--- config.mk ---
export PLATFORM = sky130hd
export DESIGN_NAME = irq_capture
export DESIGN_NICKNAME = d
export VERILOG_FILES = /design/src/rtl/irq_capture.sv
export SDC_FILE = /design/constraint.sdc
export NUM_CORES = 1
export LEC_CHECK = 0
export ABC_AREA = 0
export ABC_CLOCK_PERIOD_IN_PS = 990
export BUFFER_PORTS_ARGS = -buffer_cell sky130_fd_sc_hd__clkbuf_2
export CORE_MARGIN = 4
export CORE_UTILIZATION = 31
export DETAILED_ROUTE_END_ITERATION = 6
export GPL_TIMING_DRIVEN = 0
export SLEW_MARGIN = 25
export SYNTH_ARGS = -nofsm -noshare
export SYNTH_HDL_FRONTEND = slang
export SYNTH_SLANG_ARGS = --single-unit
--- constraint.sdc ---
create_clock -name clk_i -period 0.99 [get_ports clk_i]
set_input_delay 0.2475 -clock clk_i [delete_from_list [all_inputs] [get_ports clk_i]]
set_output_delay 0.2475 -clock clk_i [all_outputs]
set_load 0.05 [all_outputs]
--- src/rtl/irq_capture.sv ---
`timescale 1ns/1ps

module irq_capture #(
    parameter int SOURCES = 8
) (
    input  logic                       clk_i,
    input  logic                       reset_i,
    input  logic [SOURCES-1:0]         src_i,
    input  logic [SOURCES-1:0]         armed_i,
    output logic [SOURCES-1:0]         edge_o,
    output logic [$clog2(SOURCES)-1:0] active_idx_o,
    output logic                       active_valid_o
);

    localparam int IDX_W = $clog2(SOURCES);

    logic [SOURCES-1:0] sync1_q;
    logic [SOURCES-1:0] sync2_q;
    logic [SOURCES-1:0] prev_q;

    // --------------------------------------------------
    // Synchroniser and edge detect
    // --------------------------------------------------
    always_ff @(posedge clk_i) begin
        if (reset_i) begin
            sync1_q <= '0;
            sync2_q <= '0;
            prev_q  <= '0;
        end else begin
            sync1_q <= src_i;
            sync2_q <= sync1_q;
            prev_q  <= sync2_q;
        end
    end

    // One-cycle pulse per rising source
    assign edge_o = sync2_q & ~prev_q;

    // --------------------------------------------------
    // Priority encoder
    // --------------------------------------------------
    // Scan downwards so the lowest armed source wins
    always_comb begin
        active_idx_o   = '0;
        active_valid_o = 1'b0;
        for (int i = SOURCES - 1; i >= 0; i--) begin
            if (armed_i[i]) begin
                active_idx_o   = IDX_W'(i);
                active_valid_o = 1'b1;
            end
        end
    end

endmodule

==> results of run 1 <==
[sequential cells by signal, summed over array words and instances, names as in the netlist]
signal and count:
sync2_q 8, prev_q 8, sync1_q 8
[final timing paths]
kind              cells after the start                   from                    end
setup / recovery                      4             armed_i[2]        active_idx_o[2]
hold / removal                        2               src_i[6]  sync1_q[6]$_SDFF_PP0_
setup reg to reg                      1  sync2_q[0]$_SDFF_PP0_   prev_q[0]$_SDFF_PP0_
hold reg to reg                       1  sync1_q[7]$_SDFF_PP0_  sync2_q[7]$_SDFF_PP0_
[metrics by stage]
| stage | utilization [%] | setup TNS (ns) | instance area (sq um) | total power [mW] |
|---|---|---|---|---|
| final | 58.6 | -2.57 | 1350 | 1.75 |
| after global placement | 48.0 | -1.45 | 1100 | 1.29 |
| after detailed placement | 48.0 | -1.58 | 1100 | 1.30 |
| after CTS | 57.0 | -2.91 | 1310 | 1.75 |
| after floorplan | - | -0.673 | 923 | 1.21 |
| after global routing | 58.6 | -3.17 | 1350 | 1.83 |
[cell usage after synthesis (all sizes together)]
| master | number | share of area [%] |
|---|---|---|
| inv | 1 | 0.48 |
| buf | 2 | 1.3 |
| nor2 | 2 | 0.96 |
| o41ai | 1 | 1.1 |
| nor4 | 2 | 2.4 |
| a211oi | 1 | 0.96 |
| o21ai | 1 | 0.64 |
| a21oi | 1 | 0.64 |
| o21bai | 1 | 0.96 |
| nand2 | 1 | 0.48 |
| dfxtp | 24 | 61 |
| nor2b | 25 | 20 |
| and2b | 9 | 8.6 |
[metal layers]
layer	share of wire, %	global-route usage (%)	vias up	wire length [um]
met1	42	11.6	238	644
li1	-	-	291	-
met5	0	0	-	0
met2	49	16.6	22	745
met3	7.5	4.90	2	115
met4	1.8	4.97	0	27
[logic make-up (layout without fill, tap and decap cells)]
logic type | after synthesis | after routing | share of synthesized area [%]
flip-flops | 24 | 24 | 61.4
AO/OA/AOI/OAI | 5 | 5 | 4.32
buffers and inverters | 3 | 36 | 1.76
AND/OR/NAND/NOR | 39 | 39 | 32.5
[cell type report]
type	count	area (sq um)	share of cell area, %
plain buffers	2	10.0	0.743
well taps	28	35.0	2.60
multi-input cells	44	447	33.2
flip-flops and latches	24	490	36.4
inverters	1	3.75	0.279
clock buffers	3	22.5	1.67
repair buffers	30	338	25.1
[power breakdown]
group | switching, mW | total, mW | internal [mW] | leakage [nW]
combinational | 0.164 | 0.336 | 0.171 | 0.384
sequential | 0.0152 | 1.02 | 1.01 | 0.201
clock | 0.248 | 0.389 | 0.142 | 0.0138
[what timing repair did]
item                       4_1_cts  5_1_grt
resized for setup               44       18
hold buffers                     0        0
setup endpoints to repair       12       12
pin swaps                        3        3
setup buffers                    0        1
==> results.sh, run 1 <==
export IMPL_status="finished with violations"
export IMPL_violations="setup timing"
export IMPL_final_cell_mix="16 x dfxtp_1, 15 x nor2b_1, 12 x clkbuf_2"
export IMPL_antenna_cells=0
export IMPL_power_density_nw_per_um2=1300
export IMPL_crit_fanout=3
export IMPL_critPathLaunchType="input port"
export IMPL_routed_wl_um=1530
export IMPL_syn2layout_area_growth_pct=72.2
export IMPL_place_hpwl_um=1100
export IMPL_vias=553
export IMPL_syn_nets=89
export IMPL_grt_pass1_vias=568
export IMPL_place_ws_ns=-0.489
export IMPL_critPathKind="in -> out"
export IMPL_rows=17
export IMPL_worstPathArrival_ns=1.08
export IMPL_period_needed_ns=1.33
export IMPL_synth_seq_area_share_pct=61.4
export IMPL_grt_overflow=0
export IMPL_grt_pass1_wl_um=2570
export IMPL_cts_buffers=3
export IMPL_start_util_pct=34.0
export IMPL_fin_cells=132
export IMPL_layout_commonest_cell="dfxtp_1"
export IMPL_avgSynthCellArea_sq_um=11.0
export IMPL_vias_per_cell=4.19
export IMPL_worstPathRequired_ns=0.74
export IMPL_clk_path_buf_depth=2
export IMPL_path_clk_slew_ns=0.11
export IMPL_dr_first_iter_drc_count=3
export IMPL_path_cells="clkbuf_16, nor4_4, nor2b_4, buf_8"
export IMPL_place_inst=128
export IMPL_clock_fmax_mhz=753
export IMPL_clock_root_buffer="clkbuf_4"
export IMPL_chipWidth_um=58.2
export IMPL_finalClockSkew_ns=0.000746
export IMPL_syn_inst=71
export IMPL_port_buffers=29
export IMPL_cts_sinks=24
export IMPL_fillers=186
export IMPL_core_area_sq_um=2300
export IMPL_ioPinCount=30
export IMPL_endpoint_kind="primary output"
export IMPL_crit_slowest_cell="nor4_4"
export IMPL_r2r_setup_slack_ns=0.43
export IMPL_syn_area_sq_um=782
export IMPL_postRouteAntennaNets=0
export IMPL_firstDrtPassIters=2
export IMPL_hold_class="in -> reg"
export IMPL_maxCapViolations=0
export IMPL_synth_warnings=0
export IMPL_period_share_pct=134
export IMPL_post_drt_wl_per_cell_um=11.6
export IMPL_critPathTopFamily="simple AND/OR/NAND/NOR gates"
export IMPL_dieArea_sq_um=3390
export IMPL_final_nets=124
export IMPL_htreeDepth=1
export IMPL_fp_dieH_um=58.2
export IMPL_synth_seq_cells=24
export IMPL_synthDistinctLibCells=14
export IMPL_grt_util_all_layers_pct=10.4
export IMPL_crit_buf_inv=2
export IMPL_grt_max_degree=13
export IMPL_cts_tree="yes"
export IMPL_antenna_found_initial=0
export IMPL_hold_viol=0
export IMPL_rsz0062_at_grt="true"
export IMPL_max_slew_margin_rel_pct=75.8
export IMPL_peakVddDrop_v=0.000884
export IMPL_critPathMaxStageDelay_ns=0.33
export IMPL_fin_ws_ns=-0.338
export IMPL_setup_viol=12
export IMPL_drive_gt1_share_pct=61.5
export IMPL_power_leakage_nw=0.598
export IMPL_hold_slack_ns=0.143
export IMPL_worstMarginPinSlew_ns=0.361
export IMPL_gp_congestion=0.631
export IMPL_drc=0
export IMPL_clk_latency_ns=0.30
export IMPL_maxSlewViolCount=0
No activity file was read; power rests on OpenSTA's default activity.
==> run 2: changes to the inputs <==
--- a/config.mk
+++ b/config.mk
@@ -16,3 +16,4 @@
 export SYNTH_ARGS = -nofsm -noshare
 export SYNTH_HDL_FRONTEND = slang
 export SYNTH_SLANG_ARGS = --single-unit
+export TNS_END_PERCENT = 50
==> run 2 against run 1 <==
The flow still finishes with violations (setup timing). Cell area up 2.1%. Sequential cell count is the same. Power increased by 18%. Cell count increased by 1.5%. Register-to-register slack hardly changed. Critical endpoint unchanged. Largest power group unchanged.
==> results.sh, run 2 (same netlist as run 1, synthesis figures left out) <==
export IMPL_status="finished with violations"
export IMPL_violations="setup timing"
export IMPL_firstDrtPassIters=2
export IMPL_setup_viol=12
export IMPL_critPathLaunchType="input port"
export IMPL_r2r_end="prev_q[0]$_SDFF_PP0_"
export IMPL_grt_pass1_vias=579
export IMPL_power_density_nw_per_um2=1490
export IMPL_fp_dieH_um=58.2
export IMPL_vias=577
export IMPL_final_nets=125
export IMPL_drive_gt1_share_pct=59.4
export IMPL_core_area_sq_um=2300
export IMPL_fin_setup_tns_ns=-2.57
export IMPL_syn2layout_area_growth_pct=75.8
export IMPL_path_clk_slew_ns=0.13
export IMPL_antenna_found_initial=0
export IMPL_port_buffers=29
export IMPL_dieArea_sq_um=3390
export IMPL_chipWidth_um=58.2
export IMPL_ioPinCount=30
export IMPL_max_slew_margin_rel_pct=78.0
export IMPL_antenna_cells=0
export IMPL_dr_first_iter_drc_count=3
export IMPL_drc=0
export IMPL_cts_buffers=3
export IMPL_cts_sinks=24
export IMPL_period_share_pct=127
export IMPL_grt_max_degree=15
export IMPL_clock_fmax_mhz=796
export IMPL_postRouteAntennaNets=0
export IMPL_rsz0062_at_grt="true"
export IMPL_reg2reg_depth=1
export IMPL_grt_util_all_layers_pct=9.94
export IMPL_maxCapViolations=0
export IMPL_post_drt_wl_per_cell_um=11.8
export IMPL_worstMarginPinSlew_ns=0.328
export IMPL_routed_wl_um=1580
export IMPL_vias_per_cell=4.31
export IMPL_r2r_start="sync2_q[0]$_SDFF_PP0_"
export IMPL_htreeDepth=1
export IMPL_place_area_sq_um=1060
export IMPL_gp_congestion=0.631
export IMPL_whs_endpoint="sync1_q[0]$_SDFF_PP0_"
export IMPL_place_hpwl_um=1160
export IMPL_crit_fanout=4
export IMPL_fillers=206
export IMPL_rows=17
export IMPL_hp_start="src_i[0]"
export IMPL_hold_buffers=0
export IMPL_min_path_cells=2
export IMPL_final_cell_mix="16 x nor2b_1, 16 x dfxtp_1, 12 x buf_8"
export IMPL_power_leakage_nw=0.599
export IMPL_critPathKind="in -> out"
export IMPL_finalClockSkew_ns=0.00941
export IMPL_peakVddDrop_v=0.00197
export IMPL_worstPathArrival_ns=1.01
export IMPL_clock_root_buffer="clkbuf_4"
export IMPL_endpoint_kind="primary output"
export IMPL_stdcell_area_sq_um=1380
export IMPL_fin_ws_ns=-0.267
export IMPL_worstPathRequired_ns=0.74
export IMPL_reg_top3="prev_q (8), sync1_q (8), sync2_q (8)"
export IMPL_period_needed_ns=1.26
export IMPL_clk_latency_ns=0.31
export IMPL_cts_tree="yes"
export IMPL_hold_viol=0
export IMPL_grt_overflow=0
export IMPL_start_util_pct=34.0
export IMPL_grt_pass1_wl_um=2560
export IMPL_maxSlewViolCount=0
export IMPL_r2r_setup_slack_ns=0.42
export IMPL_clk_path_buf_depth=2
export IMPL_hold_class="in -> reg"
==> run 2: changes by cell type in the layout (fill, tap and decap cells not counted), sizes merged <==
cell and delta:
bufinv +1, clkbuf -3, buf +4
==> run 2: power breakdown <==
part / internal [mW] / switching, mW / leakage [nW]
Combinational: 0.176 / 0.162 / 0.370
Clock: 0.409 / 0.283 / 0.0279
Sequential: 1.01 / 0.0161 / 0.201
==> run 2: how the worst max path moves through the flow <==
stage / endpoint / slack [ns] / start / depth (start not counted)
final: active_idx_o[2] / -0.27 / armed_i[0] / 4
after global routing: active_idx_o[2] / -0.32 / armed_i[0] / 4
after CTS: active_idx_o[2] / -0.32 / armed_i[2] / 4
after detailed placement: active_valid_o / -0.44 / armed_i[5] / 4
after global placement: active_valid_o / -0.41 / armed_i[5] / 4
after floorplan: active_idx_o[0] / -0.24 / armed_i[6] / 3
==> run 2: per-stage QoR <==
step	worst slack (ns)	instances	hold slack, ns	util [%]	power, mW
after floorplan	-0.237	71	0.319	-	1.20
after global placement	-0.415	128	0.414	46.4	1.28
after detailed placement	-0.436	128	0.418	46.4	1.29
after CTS	-0.315	133	0.122	57.0	2.04
after global routing	-0.320	134	0.132	59.9	2.14
final	-0.267	134	0.133	59.9	2.05
==> run 2: layout make-up <==
type / count / area, sq um / area share, %
Sequential cell: 24 / 490 / 35.7
Tap cell: 28 / 35.0 / 2.55
Multi-Input combinational cell: 44 / 432 / 31.4
Clock buffer: 3 / 22.5 / 1.64
Inverter: 1 / 3.75 / 0.273
Timing Repair Buffer: 31 / 352 / 25.6
Clock inverter: 1 / 30.0 / 2.18
Buffer: 2 / 10.0 / 0.728
==> run 2: routing by layer <==
layer	GRT usage, %	up-vias	part of all wire [%]
met1	11.8	267	38
met2	16.8	18	54
met3	4.90	0	7.9
met5	0	-	0
li1	-	292	-
met4	0.993	0	0
==> run 2: timing repair <==
item	CTS	global route
setup buffers	1	1
setup endpoints to repair	12	12
pin swaps	2	4
gates resized for setup	44	30
==> run 2: worst max-delay path, stage by stage <==
cell	delay (ns)
buf_12	0.11
nor4_4	0.30
nor2b_4	0.20
buf_8	0.15
