==> config.mk <==
export PLATFORM = sky130hd
export DESIGN_NAME = wb_addr_decoder_flat
export DESIGN_NICKNAME = d
export VERILOG_FILES = /design/src/rtl/wb_subsys_pkg.sv /design/src/rtl/wb_bus_if.sv /design/src/rtl/wb_addr_decoder.sv /design/src/flat_wrapper.sv
export SDC_FILE = /design/constraint.sdc
export NUM_CORES = 1
export LEC_CHECK = 0
export BUFFER_PORTS_ARGS = -buffer_cell sky130_fd_sc_hd__buf_2
export CORE_AREA = 8 8 134 136
export CTS_CLUSTER_SIZE = 16
export DETAILED_ROUTE_END_ITERATION = 16
export DIE_AREA = 0 0 142 144
export GPL_TIMING_DRIVEN = 0
export RECOVER_POWER = 50
export SLEW_MARGIN = 20
export SYNTH_ARGS = -nofsm -noshare
export SYNTH_HDL_FRONTEND = slang
export SYNTH_SLANG_ARGS = --single-unit
==> constraint.sdc <==
create_clock -name clk_i -period 1.2 [get_ports clk_i]
set_input_delay 0.12 -clock clk_i [delete_from_list [all_inputs] [get_ports clk_i]]
set_output_delay 0.12 -clock clk_i [all_outputs]
set_load 0.02 [all_outputs]
==> src/rtl/wb_subsys_pkg.sv <==
package wb_subsys_pkg;

    // --------------------------------------------------
    // Bus widths
    // --------------------------------------------------
    localparam int ADDR_W = 16;
    localparam int DATA_W = 32;
    localparam int SEL_W  = 4;

    // Top address bits pick the slave, low bits pick a register
    localparam int REGION_W = 4;
    localparam int OFFS_W   = 2;

    typedef logic [ADDR_W-1:0]   adr_t;
    typedef logic [DATA_W-1:0]   word_t;
    typedef logic [SEL_W-1:0]    sel_t;
    typedef logic [REGION_W-1:0] region_t;
    typedef logic [OFFS_W-1:0]   off_t;

    // --------------------------------------------------
    // Address map
    // --------------------------------------------------
    localparam region_t REGION_RAM  = 4'd0;
    localparam region_t REGION_IRQ  = 4'd1;
    localparam region_t REGION_GPIO = 4'd2;

    // Interrupt controller registers
    localparam off_t IRQ_PENDING = 2'd0;
    localparam off_t IRQ_MASK    = 2'd1;
    localparam off_t IRQ_ACTIVE  = 2'd2;

    // GPIO controller registers
    localparam off_t GPIO_OUT = 2'd0;
    localparam off_t GPIO_DIR = 2'd1;
    localparam off_t GPIO_IN  = 2'd2;

    // Marks a valid index in the active-source word
    localparam int ACTIVE_VALID_BIT = 8;

endpackage

==> src/rtl/wb_bus_if.sv <==
`timescale 1ns/1ps

interface wb_bus_if;
    import wb_subsys_pkg::*;

    // Request side
    logic  cyc;
    logic  stb;
    logic  we;
    sel_t  sel;
    adr_t  adr;
    word_t dat_w;

    // Response side
    word_t dat_r;
    logic  ack;
    logic  err;

    modport master (
        output cyc,
        output stb,
        output we,
        output sel,
        output adr,
        output dat_w,
        input  dat_r,
        input  ack,
        input  err
    );

    modport slave (
        input  cyc,
        input  stb,
        input  we,
        input  sel,
        input  adr,
        input  dat_w,
        output dat_r,
        output ack,
        output err
    );

endinterface

==> src/rtl/wb_addr_decoder.sv <==
`timescale 1ns/1ps

module wb_addr_decoder (
    input  logic     clk_i,
    input  logic     reset_i,
    wb_bus_if.slave  bus_m,
    wb_bus_if.master ram_s,
    wb_bus_if.master irq_s,
    wb_bus_if.master gpio_s
);
    import wb_subsys_pkg::*;

    region_t region;
    logic    hit_ram;
    logic    hit_irq;
    logic    hit_gpio;
    logic    unmapped;
    logic    err_q;

    assign region   = bus_m.adr[ADDR_W-1 -: REGION_W];
    assign hit_ram  = (region == REGION_RAM);
    assign hit_irq  = (region == REGION_IRQ);
    assign hit_gpio = (region == REGION_GPIO);
    assign unmapped = ~(hit_ram | hit_irq | hit_gpio);

    // --------------------------------------------------
    // Request fan-out with steered strobes
    // --------------------------------------------------
    assign ram_s.cyc   = bus_m.cyc;
    assign ram_s.stb   = bus_m.stb & hit_ram;
    assign ram_s.we    = bus_m.we;
    assign ram_s.sel   = bus_m.sel;
    assign ram_s.adr   = bus_m.adr;
    assign ram_s.dat_w = bus_m.dat_w;

    assign irq_s.cyc   = bus_m.cyc;
    assign irq_s.stb   = bus_m.stb & hit_irq;
    assign irq_s.we    = bus_m.we;
    assign irq_s.sel   = bus_m.sel;
    assign irq_s.adr   = bus_m.adr;
    assign irq_s.dat_w = bus_m.dat_w;

    assign gpio_s.cyc   = bus_m.cyc;
    assign gpio_s.stb   = bus_m.stb & hit_gpio;
    assign gpio_s.we    = bus_m.we;
    assign gpio_s.sel   = bus_m.sel;
    assign gpio_s.adr   = bus_m.adr;
    assign gpio_s.dat_w = bus_m.dat_w;

    // --------------------------------------------------
    // Response mux
    // --------------------------------------------------
    // Address is held until the reply, so the mux can follow it
    always_comb begin
        bus_m.dat_r = '0;
        bus_m.ack   = 1'b0;
        bus_m.err   = err_q;
        if (hit_ram) begin
            bus_m.dat_r = ram_s.dat_r;
            bus_m.ack   = ram_s.ack;
            bus_m.err   = ram_s.err;
        end else if (hit_irq) begin
            bus_m.dat_r = irq_s.dat_r;
            bus_m.ack   = irq_s.ack;
            bus_m.err   = irq_s.err;
        end else if (hit_gpio) begin
            bus_m.dat_r = gpio_s.dat_r;
            bus_m.ack   = gpio_s.ack;
            bus_m.err   = gpio_s.err;
        end
    end

    // One-cycle error reply to an unmapped access
    always_ff @(posedge clk_i) begin
        if (reset_i) begin
            err_q <= 1'b0;
        end else begin
            err_q <= bus_m.cyc & bus_m.stb & unmapped & ~err_q;
        end
    end

    a_ack_err_excl : assert property (
        @(posedge clk_i) disable iff (reset_i) !(bus_m.ack && bus_m.err)
    );

endmodule

==> src/flat_wrapper.sv <==
// flat-port wrapper written by rule: the top's interface ports become plain ports
module wb_addr_decoder_flat import wb_subsys_pkg::*;
  (clk_i, reset_i, bus_m_cyc, bus_m_stb, bus_m_we, bus_m_sel, bus_m_adr, bus_m_dat_w, bus_m_dat_r, bus_m_ack, bus_m_err, ram_s_cyc, ram_s_stb, ram_s_we, ram_s_sel, ram_s_adr, ram_s_dat_w, ram_s_dat_r, ram_s_ack, ram_s_err, irq_s_cyc, irq_s_stb, irq_s_we, irq_s_sel, irq_s_adr, irq_s_dat_w, irq_s_dat_r, irq_s_ack, irq_s_err, gpio_s_cyc, gpio_s_stb, gpio_s_we, gpio_s_sel, gpio_s_adr, gpio_s_dat_w, gpio_s_dat_r, gpio_s_ack, gpio_s_err);
  wb_bus_if bus_m_i ();
  wb_bus_if ram_s_i ();
  wb_bus_if irq_s_i ();
  wb_bus_if gpio_s_i ();
  input  logic clk_i;
  input  logic reset_i;
  input wire logic [$bits(bus_m_i.cyc)-1:0] bus_m_cyc;
  input wire logic [$bits(bus_m_i.stb)-1:0] bus_m_stb;
  input wire logic [$bits(bus_m_i.we)-1:0] bus_m_we;
  input wire logic [$bits(bus_m_i.sel)-1:0] bus_m_sel;
  input wire logic [$bits(bus_m_i.adr)-1:0] bus_m_adr;
  input wire logic [$bits(bus_m_i.dat_w)-1:0] bus_m_dat_w;
  output wire logic [$bits(bus_m_i.dat_r)-1:0] bus_m_dat_r;
  output wire logic [$bits(bus_m_i.ack)-1:0] bus_m_ack;
  output wire logic [$bits(bus_m_i.err)-1:0] bus_m_err;
  output wire logic [$bits(ram_s_i.cyc)-1:0] ram_s_cyc;
  output wire logic [$bits(ram_s_i.stb)-1:0] ram_s_stb;
  output wire logic [$bits(ram_s_i.we)-1:0] ram_s_we;
  output wire logic [$bits(ram_s_i.sel)-1:0] ram_s_sel;
  output wire logic [$bits(ram_s_i.adr)-1:0] ram_s_adr;
  output wire logic [$bits(ram_s_i.dat_w)-1:0] ram_s_dat_w;
  input wire logic [$bits(ram_s_i.dat_r)-1:0] ram_s_dat_r;
  input wire logic [$bits(ram_s_i.ack)-1:0] ram_s_ack;
  input wire logic [$bits(ram_s_i.err)-1:0] ram_s_err;
  output wire logic [$bits(irq_s_i.cyc)-1:0] irq_s_cyc;
  output wire logic [$bits(irq_s_i.stb)-1:0] irq_s_stb;
  output wire logic [$bits(irq_s_i.we)-1:0] irq_s_we;
  output wire logic [$bits(irq_s_i.sel)-1:0] irq_s_sel;
  output wire logic [$bits(irq_s_i.adr)-1:0] irq_s_adr;
  output wire logic [$bits(irq_s_i.dat_w)-1:0] irq_s_dat_w;
  input wire logic [$bits(irq_s_i.dat_r)-1:0] irq_s_dat_r;
  input wire logic [$bits(irq_s_i.ack)-1:0] irq_s_ack;
  input wire logic [$bits(irq_s_i.err)-1:0] irq_s_err;
  output wire logic [$bits(gpio_s_i.cyc)-1:0] gpio_s_cyc;
  output wire logic [$bits(gpio_s_i.stb)-1:0] gpio_s_stb;
  output wire logic [$bits(gpio_s_i.we)-1:0] gpio_s_we;
  output wire logic [$bits(gpio_s_i.sel)-1:0] gpio_s_sel;
  output wire logic [$bits(gpio_s_i.adr)-1:0] gpio_s_adr;
  output wire logic [$bits(gpio_s_i.dat_w)-1:0] gpio_s_dat_w;
  input wire logic [$bits(gpio_s_i.dat_r)-1:0] gpio_s_dat_r;
  input wire logic [$bits(gpio_s_i.ack)-1:0] gpio_s_ack;
  input wire logic [$bits(gpio_s_i.err)-1:0] gpio_s_err;
  assign bus_m_i.cyc = bus_m_cyc;
  assign bus_m_i.stb = bus_m_stb;
  assign bus_m_i.we = bus_m_we;
  assign bus_m_i.sel = bus_m_sel;
  assign bus_m_i.adr = bus_m_adr;
  assign bus_m_i.dat_w = bus_m_dat_w;
  assign bus_m_dat_r = bus_m_i.dat_r;
  assign bus_m_ack = bus_m_i.ack;
  assign bus_m_err = bus_m_i.err;
  assign ram_s_cyc = ram_s_i.cyc;
  assign ram_s_stb = ram_s_i.stb;
  assign ram_s_we = ram_s_i.we;
  assign ram_s_sel = ram_s_i.sel;
  assign ram_s_adr = ram_s_i.adr;
  assign ram_s_dat_w = ram_s_i.dat_w;
  assign ram_s_i.dat_r = ram_s_dat_r;
  assign ram_s_i.ack = ram_s_ack;
  assign ram_s_i.err = ram_s_err;
  assign irq_s_cyc = irq_s_i.cyc;
  assign irq_s_stb = irq_s_i.stb;
  assign irq_s_we = irq_s_i.we;
  assign irq_s_sel = irq_s_i.sel;
  assign irq_s_adr = irq_s_i.adr;
  assign irq_s_dat_w = irq_s_i.dat_w;
  assign irq_s_i.dat_r = irq_s_dat_r;
  assign irq_s_i.ack = irq_s_ack;
  assign irq_s_i.err = irq_s_err;
  assign gpio_s_cyc = gpio_s_i.cyc;
  assign gpio_s_stb = gpio_s_i.stb;
  assign gpio_s_we = gpio_s_i.we;
  assign gpio_s_sel = gpio_s_i.sel;
  assign gpio_s_adr = gpio_s_i.adr;
  assign gpio_s_dat_w = gpio_s_i.dat_w;
  assign gpio_s_i.dat_r = gpio_s_dat_r;
  assign gpio_s_i.ack = gpio_s_ack;
  assign gpio_s_i.err = gpio_s_err;
  wb_addr_decoder u_core (.clk_i(clk_i), .reset_i(reset_i), .bus_m(bus_m_i), .ram_s(ram_s_i), .irq_s(irq_s_i), .gpio_s(gpio_s_i));
endmodule
==> flow_summary.ini <==
[run_status]
status = finished with violations
violations = setup timing

[logic_synthesis]
synth.avg_cell_area_um2 = 6.233
synth_seq_cells = 1
synthTopCellsByArea = buf_4 60%, a21oi_1 8.2%, o21ai_0 8.2%, nand2_1 6.1%, nor2_1 5.8%
synth_common_cells = 162 x buf_4, 33 x a21oi_1, 33 x nand2_1, 33 x o21ai_0, 31 x nor2_1
yosysMostFrequentCell = buf_4
netlist.area_leader.share = 0.6022
synth_edf_count = 0
yosys_warnings = 0
synth_seq_area_share = 0.009913
async_flop_share = 0
yosys.area.top_type = buf_4
synth_flop_cell = dfxtp_1
synth_area_mm2 = 0.002019
synth_nets = 483
synthCells = 324
yosysUniqueCellTypes = 21

[floorplan]
coreArea_mm2 = 0.01605
dieHeight_um = 144
rows = 47
die_w_um = 142
ios = 358
start_util = 0.1258
dieArea_mm2 = 0.02045

[grt]
antenna_found_initial = 0
grt_max_degree = 11
overflow = 0
track_usage = 0.1111
grt_pass1_vias = 3212
grt_pass1_wl_um = 17910

[finish]
top_register = u_core.err_q
post-route-util = 0.2863
final_nets = 816
largest_reg_flops = 1
multiInputGateArea_mm2 = 0.001032
regArea_um2 = 20.02
drive_gt1_frac = 0.7618
area_growth_pct = 127.6
diodes = 0
fill_cells = 1809
design_area_mm2 = 0.004597
reg_top3 = u_core.err_q x1

[placement]
dp_hpwl_um = 11080
gp_congestion = 0.7988
place_ws_ns = -0.9165
place_area_mm2 = 0.003951
portBuffers = 308

[drt]
drtPass1Iterations = 4
antenna_left = 0
wl_per_cell_um = 14.90
wirelength_um = 13040
drc = 0
drt_first_iter_violations = 89
viasPerCell = 3.527
dr_total_vias = 3086

[critical_path]
arrival_ns = 1.39
cp_max_fo = 10
start_kind = input pin
path_cells = buf_12 -> or4_4 -> buf_12 -> buf_12 -> nor2_4 -> a21oi_2 -> buf_4
cpMostUsedCell = buf_12
crit_type = input pin to output pin
path_buf_inv = 4
worstPathRequired_ns = 1.08
path_delay_family = simple AND/OR/NAND/NOR gates
endpoint_kind = output pin
critical-path-slowest-cell = or4_4
cp_slowest_stage_delay_ns = 0.54

[sta]
fmax_mhz = 663.0
setup_viol = 35
relSlewSlack = 0.8216
rsz0062_at_grt = true
setup_slack_ns = -0.3084
tightestPinTransition_ns = 0.2648
drv_slew = 0
clock_skew_ns = 0
worst_hold_slack_ns = 0.4152
finalCriticalPeriod_ns = 1.508
hold_viol = 0
finalCritPeriodShare = 1.257

[power_and_ir_drop]
swShare = 0.5022
ir_drop_mv = 0.2242
intPower_w = 0.0008893
combPwrFrac = 0.980
clkPwrFrac = 0
power-per-cell-area_mw_per_mm2 = 388.6
seq_power_share = 0.020
power.leakage_nw = 2.329
p_total_w = 0.001786
p_sw_w = 0.0008971

[clock_network]
path_clk_slew_ns = 0
insertion_delay_ns = 0

[hold_path]
hold_class = input pin to flip-flop

[job]
drv_cap = 0
-- worst paths after layout --
check                                  to               startpoint  slack (ns)  cells past startpoint
setup / recovery          bus_m_dat_r[18]            bus_m_adr[12]       -0.31                      7
hold reg to reg   u_core.err_q$_SDFF_PP0_  u_core.err_q$_SDFF_PP0_        0.58                      3
setup reg to reg  u_core.err_q$_SDFF_PP0_  u_core.err_q$_SDFF_PP0_        0.41                      3
hold / removal    u_core.err_q$_SDFF_PP0_                  reset_i        0.42                      4
-- tightest hold or removal path, cell delays in order --
cell	delay, ns
buf_2	0.08
nor2_1	0.03
nand3_1	0.07
nor3_1	0.05
-- layout by cell type, fill, tap and decap left out, drive strengths merged --
cell type,n
nor4b,1
and3,2
nand3,1
mux2i,1
inv,1
clkbuf,86
nand2,33
o21ai,34
nor3,2
nor2,36
a21oi,33
buf,420
or4,2
and2,1
a221oi,1
dfxtp,1
-- what timing repair did --
item | in CTS | in global routing
gates cloned | 2 | 0
setup buffers | 16 | 6
hold buffers | 0 | 0
resized for setup | 141 | 27
pin swaps | 8 | 6
setup endpoints to repair | 38 | 37
-- layout make-up --
| type | count | area share |
|---|---|---|
| flip-flops and latches | 1 | 0.004355 |
| multi-input cells | 147 | 0.2246 |
| repair buffers | 331 | 0.4145 |
| inverters | 1 | 0.0008165 |
| well taps | 220 | 0.05988 |
| plain buffers | 175 | 0.2959 |
-- power groups by stage --
stage	registers [W]	clock network, W	logic, W
global placement	0.0000361	0	0.00159
detailed placement	0.0000362	0	0.00159
finish	0.0000363	0	0.00175
CTS	0.0000362	0	0.00177
floorplan	0.0000360	0	0.00101
global route	0.0000364	0	0.00186
-- metrics by stage --
stage | TNS, ns | cells
floorplan | -0.4159 | 324
global placement | -29.88 | 852
detailed placement | -29.34 | 852
CTS | -9.800 | 870
global route | -10.96 | 875
finish | -9.624 | 875
-- cells by family after synthesis --
group           after synthesis  share of synthesized area
simple gates                 78                     0.1729
mux                           1                   0.004957
compound gates               68                     0.1704
buf+inv                     176                     0.6419
flops                         1                   0.009914
-- per-layer routing --
metal  track usage  vias up  routed length (um)
li1              -     1548                   -
met1        0.1184     1358                4636
met2        0.2137      178                6940
met3       0.04061        2                1421
met4      0.003957        0                  41
met5             0        -                   0
Note: power is estimated with default switching activity, not from simulation.
