$ cat src/rtl/wb_subsys_pkg.sv
package wb_subsys_pkg;

    // --------------------------------------------------
    // Bus widths
    // --------------------------------------------------
    localparam int ADDR_W = 16;
    localparam int DATA_W = 32;
    localparam int SEL_W  = 4;

    // Top address bits pick the slave, low bits pick a register
    localparam int REGION_W = 4;
    localparam int OFFS_W   = 2;

    typedef logic [ADDR_W-1:0]   adr_t;
    typedef logic [DATA_W-1:0]   word_t;
    typedef logic [SEL_W-1:0]    sel_t;
    typedef logic [REGION_W-1:0] region_t;
    typedef logic [OFFS_W-1:0]   off_t;

    // --------------------------------------------------
    // Address map
    // --------------------------------------------------
    localparam region_t REGION_RAM  = 4'd0;
    localparam region_t REGION_IRQ  = 4'd1;
    localparam region_t REGION_GPIO = 4'd2;

    // Interrupt controller registers
    localparam off_t IRQ_PENDING = 2'd0;
    localparam off_t IRQ_MASK    = 2'd1;
    localparam off_t IRQ_ACTIVE  = 2'd2;

    // GPIO controller registers
    localparam off_t GPIO_OUT = 2'd0;
    localparam off_t GPIO_DIR = 2'd1;
    localparam off_t GPIO_IN  = 2'd2;

    // Marks a valid index in the active-source word
    localparam int ACTIVE_VALID_BIT = 8;

endpackage

$ cat src/rtl/wb_bus_if.sv
`timescale 1ns/1ps

interface wb_bus_if;
    import wb_subsys_pkg::*;

    // Request side
    logic  cyc;
    logic  stb;
    logic  we;
    sel_t  sel;
    adr_t  adr;
    word_t dat_w;

    // Response side
    word_t dat_r;
    logic  ack;
    logic  err;

    modport master (
        output cyc,
        output stb,
        output we,
        output sel,
        output adr,
        output dat_w,
        input  dat_r,
        input  ack,
        input  err
    );

    modport slave (
        input  cyc,
        input  stb,
        input  we,
        input  sel,
        input  adr,
        input  dat_w,
        output dat_r,
        output ack,
        output err
    );

endinterface

$ cat src/rtl/irq_regs.sv
`timescale 1ns/1ps

module irq_regs #(
    parameter int SOURCES = 8
) (
    input  logic                       clk_i,
    input  logic                       reset_i,
    wb_bus_if.slave                    bus,
    input  logic [SOURCES-1:0]         edge_i,
    input  logic [$clog2(SOURCES)-1:0] active_idx_i,
    input  logic                       active_valid_i,
    output logic [SOURCES-1:0]         armed_o,
    output logic                       irq_o
);
    import wb_subsys_pkg::*;

    localparam int IDX_W = $clog2(SOURCES);

    logic [SOURCES-1:0] pending_q;
    logic [SOURCES-1:0] mask_q;
    logic [SOURCES-1:0] mask_d;
    logic [SOURCES-1:0] clear;
    logic               irq_q;
    logic               ack_q;
    logic               req;
    logic               wr;
    off_t               off;
    word_t              rd_data;
    word_t              dat_q;

    assign req = bus.cyc & bus.stb & ~ack_q;
    assign wr  = req & bus.we;
    assign off = bus.adr[OFFS_W-1:0];

    // Write-one-to-clear on the pending register
    assign clear  = (wr && off == IRQ_PENDING) ? bus.dat_w[SOURCES-1:0] : '0;
    assign mask_d = (wr && off == IRQ_MASK) ? bus.dat_w[SOURCES-1:0] : mask_q;

    always_ff @(posedge clk_i) begin
        if (reset_i) begin
            pending_q <= '0;
            mask_q    <= '0;
            irq_q     <= 1'b0;
            ack_q     <= 1'b0;
        end else begin
            // New edge beats a clear in the same cycle
            pending_q <= (pending_q & ~clear) | edge_i;
            mask_q    <= mask_d;
            // Masking a bit drops irq in the same edge
            irq_q     <= |(pending_q & mask_q & mask_d);
            ack_q     <= req;
        end
    end

    // --------------------------------------------------
    // Read-back
    // --------------------------------------------------
    always_comb begin
        rd_data = '0;
        case (off)
            IRQ_PENDING: rd_data[SOURCES-1:0] = pending_q;
            IRQ_MASK:    rd_data[SOURCES-1:0] = mask_q;
            IRQ_ACTIVE: begin
                rd_data[IDX_W-1:0]       = active_idx_i;
                rd_data[ACTIVE_VALID_BIT] = active_valid_i;
            end
            default:     rd_data = '0;
        endcase
    end

    always_ff @(posedge clk_i) begin
        if (req) begin
            dat_q <= rd_data;
        end
    end

    assign bus.dat_r = dat_q;
    assign bus.ack   = ack_q;
    assign bus.err   = 1'b0;
    assign armed_o   = pending_q & mask_q;
    assign irq_o     = irq_q;

    a_no_irq_masked : assert property (
        @(posedge clk_i) disable iff (reset_i) (mask_q == '0) |-> !irq_o
    );

endmodule

$ cat src/flat_wrapper.sv
// flat-port wrapper written by rule: the top's interface ports become plain ports
module irq_regs_flat import wb_subsys_pkg::*;
#(
    parameter int SOURCES = 8
)
  (clk_i, reset_i, edge_i, active_idx_i, active_valid_i, armed_o, irq_o, bus_cyc, bus_stb, bus_we, bus_sel, bus_adr, bus_dat_w, bus_dat_r, bus_ack, bus_err);
  wb_bus_if bus_i ();
  input  logic clk_i;
  input  logic reset_i;
  input  logic [SOURCES-1:0] edge_i;
  input  logic [$clog2(SOURCES)-1:0] active_idx_i;
  input  logic active_valid_i;
  output logic [SOURCES-1:0] armed_o;
  output logic irq_o;
  input wire logic [$bits(bus_i.cyc)-1:0] bus_cyc;
  input wire logic [$bits(bus_i.stb)-1:0] bus_stb;
  input wire logic [$bits(bus_i.we)-1:0] bus_we;
  input wire logic [$bits(bus_i.sel)-1:0] bus_sel;
  input wire logic [$bits(bus_i.adr)-1:0] bus_adr;
  input wire logic [$bits(bus_i.dat_w)-1:0] bus_dat_w;
  output wire logic [$bits(bus_i.dat_r)-1:0] bus_dat_r;
  output wire logic [$bits(bus_i.ack)-1:0] bus_ack;
  output wire logic [$bits(bus_i.err)-1:0] bus_err;
  assign bus_i.cyc = bus_cyc;
  assign bus_i.stb = bus_stb;
  assign bus_i.we = bus_we;
  assign bus_i.sel = bus_sel;
  assign bus_i.adr = bus_adr;
  assign bus_i.dat_w = bus_dat_w;
  assign bus_dat_r = bus_i.dat_r;
  assign bus_ack = bus_i.ack;
  assign bus_err = bus_i.err;
  irq_regs #(.SOURCES(SOURCES)) u_core (.clk_i(clk_i), .reset_i(reset_i), .bus(bus_i), .edge_i(edge_i), .active_idx_i(active_idx_i), .active_valid_i(active_valid_i), .armed_o(armed_o), .irq_o(irq_o));
endmodule
$ cat config.mk
export PLATFORM = sky130hd
export DESIGN_NAME = irq_regs_flat
export DESIGN_NICKNAME = d
export VERILOG_FILES = /design/src/rtl/wb_subsys_pkg.sv /design/src/rtl/wb_bus_if.sv /design/src/rtl/irq_regs.sv /design/src/flat_wrapper.sv
export SDC_FILE = /design/constraint.sdc
export NUM_CORES = 1
export LEC_CHECK = 0
export ABC_AREA = 1
export ABC_CLOCK_PERIOD_IN_PS = 2900
export BUFFER_PORTS_ARGS = -buffer_cell sky130_fd_sc_hd__buf_2
export CORE_MARGIN = 8
export CORE_UTILIZATION = 30
export DETAILED_ROUTE_END_ITERATION = 7
export PLACE_DENSITY_LB_ADDON = 0.08
export SLEW_MARGIN = 15
export SYNTH_ARGS = -nofsm -noshare
export SYNTH_HDL_FRONTEND = slang
export SYNTH_SLANG_ARGS = --single-unit
$ cat constraint.sdc
create_clock -name clk_i -period 2.9 [get_ports clk_i]
set_input_delay 0.145 -clock clk_i [delete_from_list [all_inputs] [get_ports clk_i]]
set_output_delay 0.145 -clock clk_i [all_outputs]
set_load 0.05 [all_outputs]
==> out/results.ini, run 1 <==
[floorplan]
die_h_um = 85.2
die_w_um = 85.2
die_area_um2 = 7250
io_pins = 112
start_util_pct = 30.8
fp-row-count = 25
coreArea_um2 = 4660

[grt]
antenna_found_initial = 0
grt_pass1_vias = 1318
grt_first_pass_wirelength_um = 6490
grt_max_degree = 19
grt.total_usage_pct = 11.1
grt-ovfl-total = 0

[power_and_ir_drop]
p_leak_nw = 0.912
max-vdd-ir-drop_mv = 0.152
comb_power_share_pct = 21.8
sw_frac_of_total_pct = 33.3
power.total_mw = 0.810
clock_power_share_pct = 26.8
p_int_mw = 0.540
p_per_area_nw_per_um2 = 483
p_seq_share_pct = 51.5
switching_power_mw = 0.270

[sta]
tightest_slew_ps = 675
fin_worst_skew_ps = 8.87
fin_tns_setup_ps = 0
holdWs_ps = 97.0
slew-limit-headroom_pct = 54.9
period_share_pct = 58.0
fmax_mhz = 595
setup_viol = 0
layout_setup_ws_ps = 1220
finalHoldViolCount = 0
drv_slew = 0
period_needed_ps = 1680
rsz0062_at_grt = no

[finish]
drive_gt1_share_pct = 24.8
area_growth_pct = 16.8
nNetsFinal = 296
final_area_um2 = 1680
diodes = 0
mostFrequentLayoutCells = 45 x buf_2, 42 x inv_1, 29 x nand2_1
layout_commonest_cell = buf_2

[critical_path]
worst-path-max-fanout = 12
arrival_ps = 1830
crit_type = reg -> reg
startpoint = u_core.bus.ack$_SDFF_PP0_
end_kind = register
reg2reg_from = u_core.bus.ack$_SDFF_PP0_
required_ps = 3040
worst-r2r-cell-count = 7
start_kind = register

[clock_network]
clock-root-buffer = clkbuf_8
ctsResizeCount = 0
clock_latency_ps = 270
path_clk_slew_ps = 100
htree_levels = 1
cts_made_buffers = 3
postCtsSetupRepairBufs = 0
clock_tree.buffer_depth = 2
cts.sinks = 27
cts_tree = yes
hold_buffers = 0

[drt]
drt_iter0_markers = 40
route.met3.wl_um = 281
detail-route-antenna-nets = 0
via_count = 1173
wl_per_cell_um = 13.5
vias_per_cell = 4.19
first_pass_iters = 4
wl_met2_um = 1640
drc = 0
wirelength_um = 3780
top_layer = met4
wl_met1_um = 1840

[synth]
yosysSeqAreaShare_pct = 43.9
synthDistinctLibCells = 21
syn_inst = 180
synth_top_cell_area_share_pct = 25.1
syn_area_per_cell_um2 = 7.97
synth_top_cell_by_area = dfxtp_1
synth_seq_cells = 27
synthesis.area_um2 = 1440
synth.area.top_cells = dfxtp_1 25%, edfxtp_1 19%, buf_4 13%
synth_warnings = 0

[min_path]
hold_depth = 3
hp-class = in -> reg
min_from = edge_i[3]

[place]
io_buffers = 45
place_area_um2 = 1630
preCtsSetupSlack_ps = 1240
gp_congestion = 0.719
dpl.hpwl_um = 2830

[status]
outcome = complete, no violations

[job]
cap_violations = 0

-- sequential cells by signal (all words and copies together) (netlist names) --
register / cells
u_core.bus.ack: 1
u_core.bus.dat_r: 9
u_core.irq_o: 1
u_core.mask_q: 8
u_core.pending_q: 8
-- power groups by stage --
stage | sequential (mW) | combinational, mW | clock (mW)
global route | 0.419 | 0.192 | 0.242
floorplan | 0.448 | 0.138 | 0
global placement | 0.425 | 0.176 | 0
detailed placement | 0.425 | 0.176 | 0
CTS | 0.417 | 0.176 | 0.227
finish | 0.417 | 0.176 | 0.217
-- cell families (layout without fill, tap and decap cells) --
| family | after synthesis | after routing | share of synthesized area, % |
|---|---|---|---|
| AND/OR/NAND/NOR | 49 | 49 | 17.4 |
| other | 1 | 24 | 0.261 |
| flip-flops | 27 | 27 | 43.9 |
| AO/OA/AOI/OAI | 33 | 33 | 13.4 |
| buffers and inverters | 70 | 93 | 24.9 |
-- path summary, 6_finish.rpt --
kind,to,slack [ps]
worst max register to register,u_core.irq_o$_SDFF_PP0_,1220
worst max-delay path,u_core.irq_o$_SDFF_PP0_,1220
worst min-delay path,u_core.pending_q[3]$_SDFF_PP0_,100
worst min register to register,u_core.bus.ack$_SDFF_PP0_,470
-- layer usage --
metal | GRT usage [%] | up-vias
met5 | 0 | -
li1 | - | 620
met3 | 3.28 | 2
met4 | 3.88 | 0
met2 | 16.7 | 43
met1 | 14.5 | 508
-- final cells by class --
cell class	instances	area, um^2
tap	54	67.6
timing repair buffer	47	240
multi-input combinational	106	536
fill	501	2980
inverter	42	158
clock buffer	4	45.0
sequential	27	631
-- synthesized netlist by cell type (all sizes together) --
cell and instances:
nand3 5, o211ai 3, and3 1, nand4 8, edfxtp 9, nand2 29
dfxtp 18, o21ai 13, nor3 1, conb 1, inv 42, buf 27
a211oi 8, clkbuf 1, a21oi 9, nor2 5
-- worst max-delay path, cell delays in order (launching register included) --
cell and delay [ps]:
dfxtp_1 340, nor2_2 540, buf_4 270, nand4_1 110
nand2_1 90, nand2_1 50, nor2_1 80, a21oi_1 70
-- through the flow --
stage	std cells	utilization [%]
after floorplan	203	-
after global placement	276	35.0
after detailed placement	276	35.0
after CTS	280	36.0
after global routing	280	36.0
final	280	36.0
Note: power is estimated with default switching activity, not from simulation.
==> inputs of run 2 (changes only) <==
ABC_CLOCK_PERIOD_IN_PS = 1500   (was 2900)
clock period = 1.5 ns   (was 2.9 ns; I/O delays follow)
==> out/results.ini, run 2 (synthesis gave the netlist of run 1 again) <==
[status]
outcome = complete, no violations  ; unchanged

[critical_path]
start_kind = register  ; unchanged
startpoint = u_core.bus.ack$_SDFF_PP0_  ; unchanged
end_kind = register  ; unchanged
reg2reg_from = u_core.bus.ack$_SDFF_PP0_  ; unchanged
arrival_ps = 1380  ; was 1830 ps
worst-r2r-cell-count = 7  ; unchanged
r2r_end = u_core.irq_o$_SDFF_PP0_  ; unchanged
endpoint = u_core.irq_o$_SDFF_PP0_  ; unchanged
crit_type = reg -> reg  ; unchanged
required_ps = 1660  ; was 3040 ps
reg2reg_setup_slack_ps = 280  ; was 1220 ps
worst-path-max-fanout = 19  ; was 12

[clock_network]
hold_buffers = 0  ; unchanged
htree_levels = 1  ; unchanged
clock_latency_ps = 280  ; was 270 ps
clock-root-buffer = clkbuf_8  ; unchanged
clock_tree.buffer_depth = 2  ; unchanged
cts.sinks = 27  ; unchanged
cts_made_buffers = 3  ; unchanged
ctsResizeCount = 0  ; unchanged
path_clk_slew_ps = 100  ; about the same
postCtsSetupRepairBufs = 0  ; unchanged
cts_tree = yes  ; unchanged

[grt]
grt_pass1_vias = 1293  ; was 1318
grt.total_usage_pct = 10.9  ; was 11.1%
grt_first_pass_wirelength_um = 6330  ; was 6490 um
grt-ovfl-total = 0  ; unchanged
grt_max_degree = 20  ; was 19
antenna_found_initial = 0  ; unchanged

[place]
place_area_um2 = 1640  ; was 1630 um^2
io_buffers = 45  ; unchanged
gp_congestion = 0.699  ; was 0.719
post-place-cells = 276  ; unchanged
dpl.hpwl_um = 2760  ; was 2830 um
preCtsSetupSlack_ps = 274  ; was 1240 ps

[sta]
rsz0062_at_grt = no  ; unchanged
layout_setup_ws_ps = 278  ; was 1220 ps
setup_viol = 0  ; unchanged
holdWs_ps = 23.2  ; was 97.0 ps
fmax_mhz = 818  ; was 595 MHz
fin_worst_skew_ps = 5.06  ; was 8.87 ps
period_share_pct = 81.5  ; was 58.0%
finalHoldViolCount = 0  ; unchanged
fin_tns_setup_ps = 0  ; unchanged
drv_slew = 0  ; unchanged
period_needed_ps = 1220  ; was 1680 ps

[power_and_ir_drop]
power.total_mw = 1.58  ; was 0.810 mW
p_per_area_nw_per_um2 = 936  ; was 483 nW/um^2
switching_power_mw = 0.537  ; was 0.270 mW
sw_frac_of_total_pct = 34.0  ; was 33.3%
p_leak_nw = 0.918  ; was 0.912 nW
max-vdd-ir-drop_mv = 0.293  ; was 0.152 mV
clock_power_share_pct = 27.2  ; was 26.8%
p_int_mw = 1.04  ; was 0.540 mW
p_seq_share_pct = 50.9  ; was 51.5%
comb_power_share_pct = 21.9  ; was 21.8%

[drt]
vias_per_cell = 4.21  ; was 4.19
wl_per_cell_um = 13.4  ; was 13.5 um
detail-route-antenna-nets = 0  ; unchanged
drc = 0  ; unchanged
via_count = 1178  ; was 1173
drt_iter0_markers = 68  ; was 40
wirelength_um = 3760  ; was 3780 um
first_pass_iters = 4  ; unchanged

[job]
cap_violations = 0  ; unchanged

[finish]
fin_util_pct = 36.3  ; was 36.0%
mostFrequentLayoutCells = 45 x buf_2, 42 x inv_1, 29 x nand2_1  ; unchanged
diodes = 0  ; unchanged
area_growth_pct = 17.8  ; was 16.8%
layout_commonest_cell = buf_2  ; unchanged
largest_reg_flops = 9  ; unchanged
stdcell_count = 280  ; unchanged
drive_gt1_share_pct = 25.2  ; was 24.8%
final_area_um2 = 1690  ; was 1680 um^2
nNetsFinal = 296  ; unchanged

[floorplan]
die_area_um2 = 7250  ; unchanged
io_pins = 112  ; unchanged
coreArea_um2 = 4660  ; unchanged
fp-row-count = 25  ; unchanged
die_w_um = 85.2  ; unchanged
start_util_pct = 30.8  ; unchanged
die_h_um = 85.2  ; unchanged

[min_path]
hp-class = in -> reg  ; unchanged

run 2: cell types whose count changed in the layout (fill, tap and decap cells not counted), sizes merged:
cell | before | now
clkbuf | 4 | 3
clkinv | 0 | 1
run 2: worst max-delay path, cell delays in order, from the launching register on:
cell	delay [ps]
dfxtp_1	340
nor2_2	150
buf_12	190
nand4_1	110
nand2_1	110
nand2_1	50
nor2_1	90
a21oi_1	70
run 2: final cells by class:
cell class	count	area (um^2)
clock inverters	1	5.00
multi-input cells	106	536
repair buffers	47	253
well taps	54	67.6
fillers	515	2970
inverters	42	158
flip-flops and latches	27	631
clock buffers	3	41.3
run 2: how the worst min path moves through the flow:
stage | from | endpoint | slack, ps | depth (start not counted)
3_3_place_gp | edge_i[7] | u_core.pending_q[7]$_SDFF_PP0_ | 320 | 3
6_report | edge_i[6] | u_core.pending_q[6]$_SDFF_PP0_ | 20 | 3
2_1_floorplan | edge_i[0] | u_core.pending_q[0]$_SDFF_PP0_ | 210 | 2
5_1_grt | edge_i[4] | u_core.pending_q[4]$_SDFF_PP0_ | 20 | 3
4_1_cts | edge_i[4] | u_core.pending_q[4]$_SDFF_PP0_ | 20 | 3
3_5_place_dp | edge_i[4] | u_core.pending_q[4]$_SDFF_PP0_ | 320 | 3
run 2: power by group through the flow:
| stage | clock network (mW) | logic (mW) | registers [mW] |
|---|---|---|---|
| finish | 0.431 | 0.346 | 0.805 |
| global route | 0.479 | 0.373 | 0.810 |
| CTS | 0.452 | 0.345 | 0.806 |
| detailed placement | 0 | 0.345 | 0.823 |
| global placement | 0 | 0.345 | 0.822 |
| floorplan | 0 | 0.266 | 0.866 |
run 2: metal layers:
layer | wire length (um) | part of all wire (%) | GRT usage [%]
met4 | 40 | 1.1 | 3.88
met3 | 270 | 7.2 | 3.19
met2 | 1630 | 43 | 17.3
met1 | 1820 | 48 | 13.6
met5 | 0 | 0 | 0
